### config.mk
export PLATFORM = sky130hd
export DESIGN_NAME = paillier_top
export DESIGN_NICKNAME = d
export VERILOG_FILES = /design/src/hdl/paillier_pkg.sv /design/src/hdl/mod_mult.sv /design/src/hdl/operand_collector.sv /design/src/hdl/homo_op_engine.sv /design/src/hdl/result_serializer.sv /design/src/hdl/paillier_top.sv
export SDC_FILE = /design/constraint.sdc
export NUM_CORES = 1
export LEC_CHECK = 0
export BUFFER_PORTS_ARGS = -buffer_cell sky130_fd_sc_hd__buf_4
export CORE_MARGIN = 2
export CORE_UTILIZATION = 59
export CTS_BUF_LIST = sky130_fd_sc_hd__clkbuf_8
export CTS_CLUSTER_DIAMETER = 80
export DETAILED_ROUTE_END_ITERATION = 16
export MAX_ROUTING_LAYER = met4
export PLACE_DENSITY = 0.82
export SLEW_MARGIN = 5
export SYNTH_ARGS = -nofsm -noshare
export SYNTH_HDL_FRONTEND = slang
export SYNTH_HIERARCHICAL = 1
export SYNTH_SLANG_ARGS = --single-unit
export TNS_END_PERCENT = 50
### constraint.sdc
create_clock -name clk -period 8.34 [get_ports clk]
set_clock_uncertainty 0.2 [all_clocks]
set_input_delay 0.417 -clock clk [delete_from_list [all_inputs] [get_ports clk]]
set_output_delay 0.417 -clock clk [all_outputs]
set_load 0.01 [all_outputs]
### src/hdl/paillier_pkg.sv
`default_nettype none

package paillier_pkg;

    // Streamed number format
    localparam int limb_w     = 16;
    localparam int limb_count = 4;
    localparam int num_w      = limb_w * limb_count;
    localparam int limb_idx_w = 2;
    localparam int bit_idx_w  = 6;

    // Fixed odd modulus, stands in for n squared
    localparam logic [num_w-1:0] modulus = 64'hE3A1_5C7F_0B29_D46B;

    typedef enum logic {
        cmd_homo_add   = 1'b0,
        cmd_scalar_mul = 1'b1
    } cmd_t;

    typedef logic [limb_w-1:0] limb_t;
    typedef logic [num_w-1:0]  num_t;

endpackage

`default_nettype wire

### src/hdl/mod_mult.sv
`default_nettype none
`timescale 1ns/1ps

module mod_mult import paillier_pkg::*; (
    input  logic clk,
    input  logic rst_n,
    input  logic mm_start,
    input  num_t mm_a,
    input  num_t mm_b,
    output num_t mm_result,
    output logic mm_done
);

    localparam logic [num_w:0]       mod_ext  = {1'b0, modulus};
    localparam logic [bit_idx_w-1:0] last_bit = bit_idx_w'(num_w - 1);

    logic                 busy;
    logic [bit_idx_w-1:0] bit_cnt;
    num_t                 a_r;
    num_t                 b_sh;
    num_t                 acc;
    logic [num_w:0]       dbl_sum;
    logic [num_w:0]       dbl_diff;
    num_t                 dbl_mod;
    logic [num_w:0]       add_sum;
    logic [num_w:0]       add_diff;
    num_t                 add_mod;
    num_t                 acc_next;

    // One step: 2*acc mod M, then + a mod M if the scanned bit is set
    always_comb begin
        dbl_sum  = {acc, 1'b0};
        dbl_diff = dbl_sum - mod_ext;
        dbl_mod  = (dbl_sum >= mod_ext) ? dbl_diff[num_w-1:0] : dbl_sum[num_w-1:0];
        add_sum  = {1'b0, dbl_mod} + {1'b0, a_r};
        add_diff = add_sum - mod_ext;
        add_mod  = (add_sum >= mod_ext) ? add_diff[num_w-1:0] : add_sum[num_w-1:0];
        acc_next = b_sh[num_w-1] ? add_mod : dbl_mod;
    end

    always_ff @(posedge clk or negedge rst_n) begin
        if (!rst_n) begin
            busy    <= 1'b0;
            bit_cnt <= '0;
            mm_done <= 1'b0;
        end else begin
            mm_done <= 1'b0;
            if (mm_start) begin
                busy    <= 1'b1;
                bit_cnt <= '0;
            end else if (busy) begin
                bit_cnt <= bit_cnt + 1'b1;
                if (bit_cnt == last_bit) begin
                    busy    <= 1'b0;
                    mm_done <= 1'b1;
                end
            end
        end
    end

    always_ff @(posedge clk) begin
        if (mm_start) begin
            a_r  <= mm_a;
            b_sh <= mm_b;
            acc  <= '0;
        end else if (busy) begin
            acc  <= acc_next;
            b_sh <= b_sh << 1;
        end
    end

    assign mm_result = acc;

    a_no_start_busy: assert property (@(posedge clk) disable iff (!rst_n)
        mm_start |-> !busy);

endmodule

`default_nettype wire

### src/hdl/operand_collector.sv
`default_nettype none
`timescale 1ns/1ps

module operand_collector import paillier_pkg::*; (
    input  logic  clk,
    input  logic  rst_n,
    input  logic  task_req,
    input  cmd_t  task_cmd,
    input  limb_t a_data,
    input  logic  a_valid,
    input  limb_t b_data,
    input  logic  b_valid,
    output logic  task_ready,
    output logic  op_req,
    output cmd_t  op_cmd,
    output num_t  op_a,
    output num_t  op_b,
    input  logic  op_ack
);

    localparam logic [limb_idx_w-1:0] last_limb = limb_idx_w'(limb_count - 1);

    logic                  accept;
    logic                  a_take;
    logic                  b_take;
    logic [limb_idx_w-1:0] a_cnt;
    logic [limb_idx_w-1:0] b_cnt;
    logic                  a_done;
    logic                  b_done;
    cmd_t                  cmd_r;
    num_t                  a_r;
    num_t                  b_r;

    assign accept = task_ready && task_req;
    assign a_take = !task_ready && !a_done && a_valid;
    assign b_take = !task_ready && !b_done && b_valid;

    always_ff @(posedge clk or negedge rst_n) begin
        if (!rst_n) begin
            task_ready <= 1'b1;
            op_req     <= 1'b0;
            a_cnt      <= '0;
            b_cnt      <= '0;
            a_done     <= 1'b0;
            b_done     <= 1'b0;
        end else begin
            if (accept) begin
                task_ready <= 1'b0;
                a_cnt      <= '0;
                b_cnt      <= '0;
                a_done     <= 1'b0;
                b_done     <= 1'b0;
            end
            if (a_take) begin
                a_cnt <= a_cnt + 1'b1;
                if (a_cnt == last_limb) begin
                    a_done <= 1'b1;
                end
            end
            if (b_take) begin
                b_cnt <= b_cnt + 1'b1;
                if (b_cnt == last_limb) begin
                    b_done <= 1'b1;
                end
            end
            // Previous ack must be gone before a new request
            if (!task_ready && a_done && b_done && !op_req && !op_ack) begin
                op_req <= 1'b1;
            end
            if (op_req && op_ack) begin
                op_req     <= 1'b0;
                task_ready <= 1'b1;
            end
        end
    end

    // Limbs enter at the top, LSB limb first
    always_ff @(posedge clk) begin
        if (accept) begin
            cmd_r <= task_cmd;
        end
        if (a_take) begin
            a_r <= {a_data, a_r[num_w-1:limb_w]};
        end
        if (b_take) begin
            b_r <= {b_data, b_r[num_w-1:limb_w]};
        end
    end

    assign op_cmd = cmd_r;
    assign op_a   = a_r;
    assign op_b   = b_r;

    a_op_a_reduced: assert property (@(posedge clk) disable iff (!rst_n)
        op_req |-> op_a < modulus);

    a_op_b_reduced: assert property (@(posedge clk) disable iff (!rst_n)
        op_req && op_cmd == cmd_homo_add |-> op_b < modulus);

endmodule

`default_nettype wire

### src/hdl/homo_op_engine.sv
`default_nettype none
`timescale 1ns/1ps

module homo_op_engine import paillier_pkg::*; (
    input  logic clk,
    input  logic rst_n,
    input  logic op_req,
    input  cmd_t op_cmd,
    input  num_t op_a,
    input  num_t op_b,
    output logic op_ack,
    output logic res_req,
    output num_t res_data,
    input  logic res_ack
);

    localparam logic [bit_idx_w-1:0] last_bit = bit_idx_w'(num_w - 1);

    typedef enum logic [2:0] {
        s_idle,
        s_issue,
        s_wait,
        s_done,
        s_release
    } state_t;

    state_t               state;
    cmd_t                 cmd_r;
    logic [bit_idx_w-1:0] bit_cnt;
    logic                 mul_step;
    num_t                 base_r;
    num_t                 exp_r;
    num_t                 acc_r;
    logic                 capture;
    logic                 step_end;
    logic                 need_mul;
    logic                 mm_start;
    num_t                 mm_a;
    num_t                 mm_b;
    num_t                 mm_result;
    logic                 mm_done;

    assign capture  = (state == s_idle) && op_req && !op_ack;
    assign step_end = (state == s_wait) && mm_done;
    // Square just finished and the current exponent bit is set
    assign need_mul = (cmd_r == cmd_scalar_mul) && !mul_step && exp_r[num_w-1];

    assign mm_start = (state == s_issue);
    assign mm_a     = mul_step ? base_r : acc_r;
    assign mm_b     = acc_r;

    always_ff @(posedge clk or negedge rst_n) begin
        if (!rst_n) begin
            state    <= s_idle;
            op_ack   <= 1'b0;
            cmd_r    <= cmd_homo_add;
            bit_cnt  <= '0;
            mul_step <= 1'b0;
        end else begin
            if (capture) begin
                op_ack <= 1'b1;
            end else if (op_ack && !op_req) begin
                op_ack <= 1'b0;
            end
            case (state)
                s_idle: begin
                    if (capture) begin
                        cmd_r    <= op_cmd;
                        bit_cnt  <= '0;
                        // Addition is a single multiply step a*b
                        mul_step <= (op_cmd == cmd_homo_add);
                        state    <= s_issue;
                    end
                end
                s_issue: begin
                    state <= s_wait;
                end
                s_wait: begin
                    if (mm_done) begin
                        if (cmd_r == cmd_homo_add) begin
                            state <= s_done;
                        end else if (need_mul) begin
                            mul_step <= 1'b1;
                            state    <= s_issue;
                        end else begin
                            mul_step <= 1'b0;
                            if (bit_cnt == last_bit) begin
                                state <= s_done;
                            end else begin
                                bit_cnt <= bit_cnt + 1'b1;
                                state   <= s_issue;
                            end
                        end
                    end
                end
                s_done: begin
                    if (res_ack) begin
                        state <= s_release;
                    end
                end
                s_release: begin
                    if (!res_ack) begin
                        state <= s_idle;
                    end
                end
                default: begin
                    state <= s_idle;
                end
            endcase
        end
    end

    always_ff @(posedge clk) begin
        if (capture) begin
            base_r <= op_a;
            exp_r  <= op_b;
            acc_r  <= (op_cmd == cmd_homo_add) ? op_b : num_t'(1);
        end else if (step_end) begin
            acc_r <= mm_result;
            // Move to the next exponent bit once its steps are done
            if (cmd_r == cmd_scalar_mul && !need_mul) begin
                exp_r <= exp_r << 1;
            end
        end
    end

    assign res_req  = (state == s_done);
    assign res_data = acc_r;

    mod_mult i_mod_mult (
        .clk       (clk),
        .rst_n     (rst_n),
        .mm_start  (mm_start),
        .mm_a      (mm_a),
        .mm_b      (mm_b),
        .mm_result (mm_result),
        .mm_done   (mm_done)
    );

    a_res_reduced: assert property (@(posedge clk) disable iff (!rst_n)
        res_req |-> res_data < modulus);

endmodule

`default_nettype wire

### src/hdl/result_serializer.sv
`default_nettype none
`timescale 1ns/1ps

module result_serializer import paillier_pkg::*; (
    input  logic  clk,
    input  logic  rst_n,
    input  logic  res_req,
    input  num_t  res_data,
    output logic  res_ack,
    output limb_t out_data,
    output logic  out_valid,
    output logic  task_end
);

    localparam logic [limb_idx_w-1:0] last_limb = limb_idx_w'(limb_count - 1);

    logic                  capture;
    logic [limb_idx_w-1:0] limb_cnt;
    num_t                  data_sh;

    assign capture = res_req && !res_ack;

    // out_valid doubles as the streaming flag
    always_ff @(posedge clk or negedge rst_n) begin
        if (!rst_n) begin
            res_ack   <= 1'b0;
            out_valid <= 1'b0;
            limb_cnt  <= '0;
        end else begin
            if (capture) begin
                res_ack   <= 1'b1;
                out_valid <= 1'b1;
                limb_cnt  <= '0;
            end else if (out_valid) begin
                limb_cnt <= limb_cnt + 1'b1;
                if (limb_cnt == last_limb) begin
                    out_valid <= 1'b0;
                end
            end else if (res_ack && !res_req) begin
                res_ack <= 1'b0;
            end
        end
    end

    always_ff @(posedge clk) begin
        if (capture) begin
            data_sh <= res_data;
        end else if (out_valid) begin
            data_sh <= data_sh >> limb_w;
        end
    end

    assign out_data = data_sh[limb_w-1:0];
    assign task_end = out_valid && (limb_cnt == last_limb);

endmodule

`default_nettype wire

### src/hdl/paillier_top.sv
`default_nettype none
`timescale 1ns/1ps

module paillier_top import paillier_pkg::*; (
    input  logic  clk,
    input  logic  rst_n,
    input  logic  task_req,
    input  cmd_t  task_cmd,
    input  limb_t a_data,
    input  logic  a_valid,
    input  limb_t b_data,
    input  logic  b_valid,
    output logic  task_ready,
    output limb_t out_data,
    output logic  out_valid,
    output logic  task_end
);

    // Collector to engine link
    logic op_req;
    logic op_ack;
    cmd_t op_cmd;
    num_t op_a;
    num_t op_b;

    // Engine to serializer link
    logic res_req;
    logic res_ack;
    num_t res_data;

    operand_collector i_operand_collector (
        .clk        (clk),
        .rst_n      (rst_n),
        .task_req   (task_req),
        .task_cmd   (task_cmd),
        .a_data     (a_data),
        .a_valid    (a_valid),
        .b_data     (b_data),
        .b_valid    (b_valid),
        .task_ready (task_ready),
        .op_req     (op_req),
        .op_cmd     (op_cmd),
        .op_a       (op_a),
        .op_b       (op_b),
        .op_ack     (op_ack)
    );

    homo_op_engine i_homo_op_engine (
        .clk      (clk),
        .rst_n    (rst_n),
        .op_req   (op_req),
        .op_cmd   (op_cmd),
        .op_a     (op_a),
        .op_b     (op_b),
        .op_ack   (op_ack),
        .res_req  (res_req),
        .res_data (res_data),
        .res_ack  (res_ack)
    );

    result_serializer i_result_serializer (
        .clk       (clk),
        .rst_n     (rst_n),
        .res_req   (res_req),
        .res_data  (res_data),
        .res_ack   (res_ack),
        .out_data  (out_data),
        .out_valid (out_valid),
        .task_end  (task_end)
    );

endmodule

`default_nettype wire

* Word level (Yosys, flattened, before mapping)
Index checks and enable logic that the tools add are counted.
Word-level totals: bits in registers 609, input bits 38, output and inout bits 19
Cells by class: $add $sub $neg 8, order comparisons 2, eq/ne operators 17, multiplexer cells 64, bitwise logic cells 1, reduce and logical (&&, ||, !) cells 47
Operator list (number):
- 64-bit 2-to-1 mux | 14
- 65-bit by 64-bit >= comparator with 1-bit output, second input constant | 2
- 64-bit subtractor, second input constant | 2
- 64-bit by 64-bit adder with 65-bit output | 1
- 6-bit 2-to-1 mux | 7
- 1-bit 2-to-1 mux | 28
- 2-bit nonzero test | 11
- 1-bit logical AND | 20
- 3-bit 2-to-1 mux | 6
- 3-bit case mux with 5 select lines | 1
- 6-bit by 1-bit adder with 6-bit output, second input constant | 2
- 6-bit equality test, second input constant | 2
- 2-bit 2-to-1 mux | 6
- 2-bit != test, second input constant | 6
- 6-bit case mux with 2 select lines | 1
- 1-bit zero test | 9
- 4-bit AND reduction | 2
- 2-bit by 1-bit adder with 2-bit output, second input constant | 3
- 2-bit equality test, second input constant | 3
- 3-bit by 2-bit equality test with 1-bit output, second input constant | 2
- 2-bit AND reduction | 3
- 6-bit AND reduction | 1
- 2-bit by 1-bit != test with 1-bit output, second input constant | 2
- 3-bit by 1-bit equality test with 1-bit output, second input constant | 1
- other kinds (4) | 4

* Logic depth before layout (Yosys ltp)
depth after elaboration 8, gate-level depth with buffers 31, gate-level depth less buffers 27

* Cells and area by module
Netlist, hierarchy kept.
Modules (own cells, without submodules):
- mod_mult | instances 1, cells an instance 1810, area an instance 15881.5 um2
- homo_op_engine | instances 1, cells an instance 753, area an instance 9028.7 um2
- operand_collector | instances 1, cells an instance 169, area an instance 4281.6 um2
- result_serializer | instances 1, cells an instance 171, area an instance 2979.1 um2

* Worst setup path before layout
No wires, ideal clock.
path kind reg2reg, start reg i_homo_op_engine.state[2], end reg i_homo_op_engine.i_mod_mult.b_sh[0] (enable), library setup time 0.418 ns, arrival time 7.248 ns, data required time 7.722 ns, slack 0.474 ns, cell stages (with the launch flop) 7, clock period less this slack 7.866 ns, cell sequence dfrtp_1 clkbuf_1 nor3b_1 clkbuf_1 nor2_1 clkbuf_1 inv_1
Between the ends: cells in the longest elaborated chain, start to end 2
RTL lines:
- start, declared | line homo_op_engine.sv:27 | state_t state;
- start signal, assigned | line homo_op_engine.sv:54 | state <= s_idle;
- start signal, assigned | line homo_op_engine.sv:72 | state <= s_issue;
- start signal, assigned | line homo_op_engine.sv:76 | state <= s_wait;
- 3-bit by 1-bit equality test with 1-bit output | line homo_op_engine.sv:48 | assign mm_start = (state == s_issue);
- via i_homo_op_engine.mm_start | line homo_op_engine.sv:37 | logic mm_start;
- 2-bit nonzero test (no line)
- end signal, assigned | line mod_mult.sv:64 | b_sh <= mm_b;
- end signal, assigned | line mod_mult.sv:68 | b_sh <= b_sh << 1;
- end, declared | line mod_mult.sv:20 | num_t b_sh;
The timed path passes the listed nets, and every way through them passes these cells. A chain may end at the register's enable or synchronous reset.

* Worst setup path after layout
start reg i_homo_op_engine.i_mod_mult.acc[27], in the netlist i_homo_op_engine/i_mod_mult/mm_result[27], end reg i_homo_op_engine.i_mod_mult.acc[36], in the netlist i_homo_op_engine/i_mod_mult/mm_result[36]
Between the ends: cells in the longest elaborated chain, start to end 6, elaborated cells between the ends (all ways) 8, those cells by class add/sub (3); order compare (2); mux (3)
RTL lines:
- start, declared | line mod_mult.sv:21 | num_t acc;
- start signal, assigned | line mod_mult.sv:67 | acc <= acc_next;
- 64-bit subtractor / 65-bit by 64-bit >= comparator with 1-bit output (equally long branches) | line mod_mult.sv:33, mod_mult.sv:34
- 64-bit 2-to-1 mux (*) | line mod_mult.sv:34 | dbl_mod = (dbl_sum >= mod_ext) ? dbl_diff[num_w-1:0] : dbl_sum[num_w-1:0];
- 64-bit by 64-bit adder with 65-bit output | line mod_mult.sv:35 | add_sum = {1'b0, dbl_mod} + {1'b0, a_r};
- 64-bit subtractor / 65-bit by 64-bit >= comparator with 1-bit output (equally long branches) | line mod_mult.sv:36, mod_mult.sv:37
- 64-bit 2-to-1 mux | line mod_mult.sv:37 | add_mod = (add_sum >= mod_ext) ? add_diff[num_w-1:0] : add_sum[num_w-1:0];
- 64-bit 2-to-1 mux (*) | line mod_mult.sv:38 | acc_next = b_sh[num_w-1] ? add_mod : dbl_mod;
Every way passes the cells marked *; elsewhere a longest branch is shown, timed or not.

==> reports/metrics.csv <==
stage,metric,value,unit
status,status,"finished, final reports clean",
logic_synthesis,Post-Syn Area per Cell,11.1,sq um
layout,Final Non-Filler Cells,3726,
logic_synthesis,sequential area share after synthesis,54.4,%
sta,Max Clock Freq,125,MHz
worst_hold_path,Hold WC Path Type,in2async,
worst_setup_path,CP most frequent cell,o21ai_0,
layout,multi-input logic area,13900,sq um
logic_synthesis,Syn Inst Count,2903,
sta,worst slew pin tran,1.15,ns
layout,ratio of cells with drive above 1 in the final layout,15.5,%
worst_setup_path,crit path DAT,8.38,ns
place,GP Congestion,0.984,
clocking,Clock Sinks,609,
logic_synthesis,xor and xnor area share after synthesis,4.05,%
routing,post-route ant nets,0,
routing,Pre-antenna DRT Iters,6,
logic_synthesis,"top cells by area, synth","edfxtp_1, mux2_2, nand2_1",
worst_setup_path,Worst Setup Start Kind,flop,
logic_synthesis,Synth Cell Area,32200,sq um
layout,Reg area,17500,sq um
routing,routed length per instance,25.9,microns
clocking,Worst-Skew Late Latency,0.66,ns
worst_setup_path,Worst path max stage delay,0.54,ns
sta,# setup viols final,0,
layout,Antenna Cells,0,
sta,crit share post-route,95.7,%
logic_synthesis,syn nets,3015,
logic_synthesis,adder-cell share of the synthesized area,2.90,%
global_route,number of global-route vias before repair,23315,
clocking,CTS buffer count,87,
worst_setup_path,RR Startpoint,i_homo_op_engine/i_mod_mult/mm_result[27]$_SDFFE_PP0P_,
run,max-cap check violation count,0,
logic_synthesis,Cell variety after synth,109,
routing,Residual DRC,0,
place,placed cells,3537,
logic_synthesis,cell taking the most area after synthesis,edfxtp_1,
logic_synthesis,post-synthesis simple-gate area fraction,14.9,%
worst_setup_path,RR Endpoint,i_homo_op_engine/i_mod_mult/mm_result[36]$_SDFFE_PP0P_,
floorplanning,die width,238,microns
routing,DRT iter0 DRCs,2891,
routing,vias per cell,6.56,
floorplanning,io pins,57,
logic_synthesis,"flops & latches, synth",609,
worst_setup_path,worst-path fanout max,33,
clocking,Clock H-tree levels,3,
floorplanning,die height,238,microns
worst_setup_path,slowest stage cell on the critical path,or4b_1,
floorplanning,Die Area,56400,sq um
global_route,GRT overflow,0,
logic_synthesis,number of synthesized flops with an enable pin,513,
worst_setup_path,endpoint class of the critical path,flop,
layout,filler cell count,3938,
layout,final core occ,65.2,%
logic_synthesis,post-synth top area share,47.9,%
floorplanning,num rows,85,
logic_synthesis,mux cell area share after synthesis,6.69,%
worst_setup_path,Worst EP required,8.74,ns
floorplanning,Core ar.,53800,sq um
layout,nets@finish,3081,
sta,Max transition margin,23.4,%
global_route,first-pass GRT wire length,142000,microns
clocking,CTS tree,done,
clocking,clk root buf,clkbuf_8,
routing,Post-Route WL,96400,microns
sta,post-route minimum period,7.98,ns
clocking,CTS clock-pin slew for the worst setup and hold paths,0.06,ns
logic_synthesis,asr flop ratio synth,5.25,%
clocking,CTS max path bufs,3,
global_route,initial antenna violation count,0,
place,number of port buffers,56,
layout,Syn-to-layout area delta,9.09,%
logic_synthesis,Synth warnings,6,
logic_synthesis,ys flop type,edfxtp_1,
floorplanning,Initial Util,59.8,%
global_route,Total GRT Usage,34.7,%
logic_synthesis,largest family of logic cells by synthesized area,simple AND/OR/NAND/NOR gates,
worst_setup_path,CP Class,reg2reg,
global_route,largest net degree at the start of global routing,110,
logic_synthesis,Compound-Gate Fraction of Synth Area,14.2,%
worst_setup_path,"reg-to-reg slack, setup",0.36,ns
sta,max-slew violations,0,
worst_setup_path,r2r worst-path depth,29,
place,DP Wirelength,67900,microns
sta,Final Hold Viols,0,
routing,vias,24449,
-- worst max-delay path by stage --
stage                                                           startpoint                                                      to  cells after the start
global placement     i_homo_op_engine/i_mod_mult/mm_result[3]$_SDFFE_PP0P_  i_homo_op_engine/i_mod_mult/mm_result[62]$_SDFFE_PP0P_                     28
CTS                  i_homo_op_engine/i_mod_mult/mm_result[1]$_SDFFE_PP0P_  i_homo_op_engine/i_mod_mult/mm_result[62]$_SDFFE_PP0P_                     27
detailed placement   i_homo_op_engine/i_mod_mult/mm_result[1]$_SDFFE_PP0P_  i_homo_op_engine/i_mod_mult/mm_result[62]$_SDFFE_PP0P_                     27
finish              i_homo_op_engine/i_mod_mult/mm_result[27]$_SDFFE_PP0P_  i_homo_op_engine/i_mod_mult/mm_result[36]$_SDFFE_PP0P_                     29
global route        i_homo_op_engine/i_mod_mult/mm_result[27]$_SDFFE_PP0P_  i_homo_op_engine/i_mod_mult/mm_result[36]$_SDFFE_PP0P_                     29
floorplan                            i_homo_op_engine/state[2]$_DFFE_PN0P_       i_homo_op_engine/i_mod_mult/b_sh[0]$_SDFFCE_PN0P_                      6
-- cells by family after synthesis --
family                     Yosys count
AOI/OAI and AO/OA                  700
xor gates and xnor gates           147
adders and majority gates           74
buffers and inverters              203
DFF                                609
muxes                              191
and+or+nand+nor                    979
-- registers in the layout, indices dropped and copies added, names as in the netlist, 2 cells and up --
signal,cells
i_homo_op_engine/base_r,64
i_homo_op_engine/exp_r,64
i_homo_op_engine/i_mod_mult/a_r,64
i_homo_op_engine/i_mod_mult/b_sh,64
i_homo_op_engine/i_mod_mult/mm_result,64
i_homo_op_engine/res_data,64
i_operand_collector/op_a,64
i_operand_collector/op_b,64
i_result_serializer/data_sh,64
i_homo_op_engine/bit_cnt,6
i_homo_op_engine/i_mod_mult/bit_cnt,6
i_homo_op_engine/state,3
i_operand_collector/a_cnt,2
i_operand_collector/b_cnt,2
i_result_serializer/limb_cnt,2
-- cell usage after synthesis, types with 36 or more instances --
library cell	count
nand2_1	428
edfxtp_1	513
o21ai_0	197
a21oi_1	131
xnor2_1	81
xor2_1	64
a22oi_1	49
nor2_1	130
nand3_1	54
clkbuf_1	90
nand2b_1	76
mux2_2	176
and2_1	43
dfxtp_1	64
inv_1	41
nand4_1	42
ha_1	73
a21o_1	36
nor3_1	58
o21ai_1	44
-- critical path, delay by kind of cell (launching register included) --
family,cells,cell delay [ns]
flip-flops,1,0.39
XOR/XNOR,2,0.43
adder cells (fa/ha/maj),1,0.41
buffers and inverters,5,1.03
AND/OR/NAND/NOR,8,2.44
AO/OA/AOI/OAI,13,3.00
-- routing by layer --
layer / GRT usage [%] / vias to the layer above / share of wire [%]
met3: 4.81 / 260 / 8.1
met2: 55.1 / 1316 / 47
met4: 18.4 / 0 / 6.1
li1: - / 10928 / -
met5: - / - / 0
met1: 43.6 / 11945 / 38
-- timing repair --
action / in CTS / in global routing
endpoints found under the hold margin: 73 / 0
resized for setup: 0 / 20
setup buffers: 0 / 2
hold buffers: 37 / 0
setup endpoints to repair: 0 / 64
-- metrics by stage --
step	cell area, sq um	hold slack, ns	setup slack [ns]	TNS (ns)
after floorplan	32200	-0.0786	0.474	0
after global placement	33100	0.165	0.305	0
after detailed placement	33100	0.175	0.206	0
after CTS	35000	0.0251	0.117	0
after global routing	35100	0.0713	-0.0334	-0.0811
final	35100	0.0543	0.360	0
-- cell type report --
class,count,share of cell area (%)
sequential,609,49.8
multi-input combinational,2091,39.5
timing repair buffer,138,3.33
tap,696,2.48
inverter,42,0.467
clock buffer,90,3.53
clock inverter,60,0.866
-- cells in the final DEF, fill, tap and decap left out, drive strengths merged, types with 36 or more instances in the layout --
master       Yosys  routed
nand3           55      55
edfxtp         513     513
inv             42      66
nand2          429     429
xor2            64      64
o21ai          243     243
dfxtp           64      64
ha              73      73
nor2           131     131
a21o            36      36
and2            43      43
xnor2           83      83
nand2b          76      76
dlygate4sd3      0      37
a22oi           49      49
nor3            58      58
nand4           44      44
a21oi          136     136
mux2           180     180
clkbuf          91      90
buf             70     101
Power is left out: the tool's default activity adds up to more than one toggle a clock period on the data nets, which glitch-free logic cannot reach.
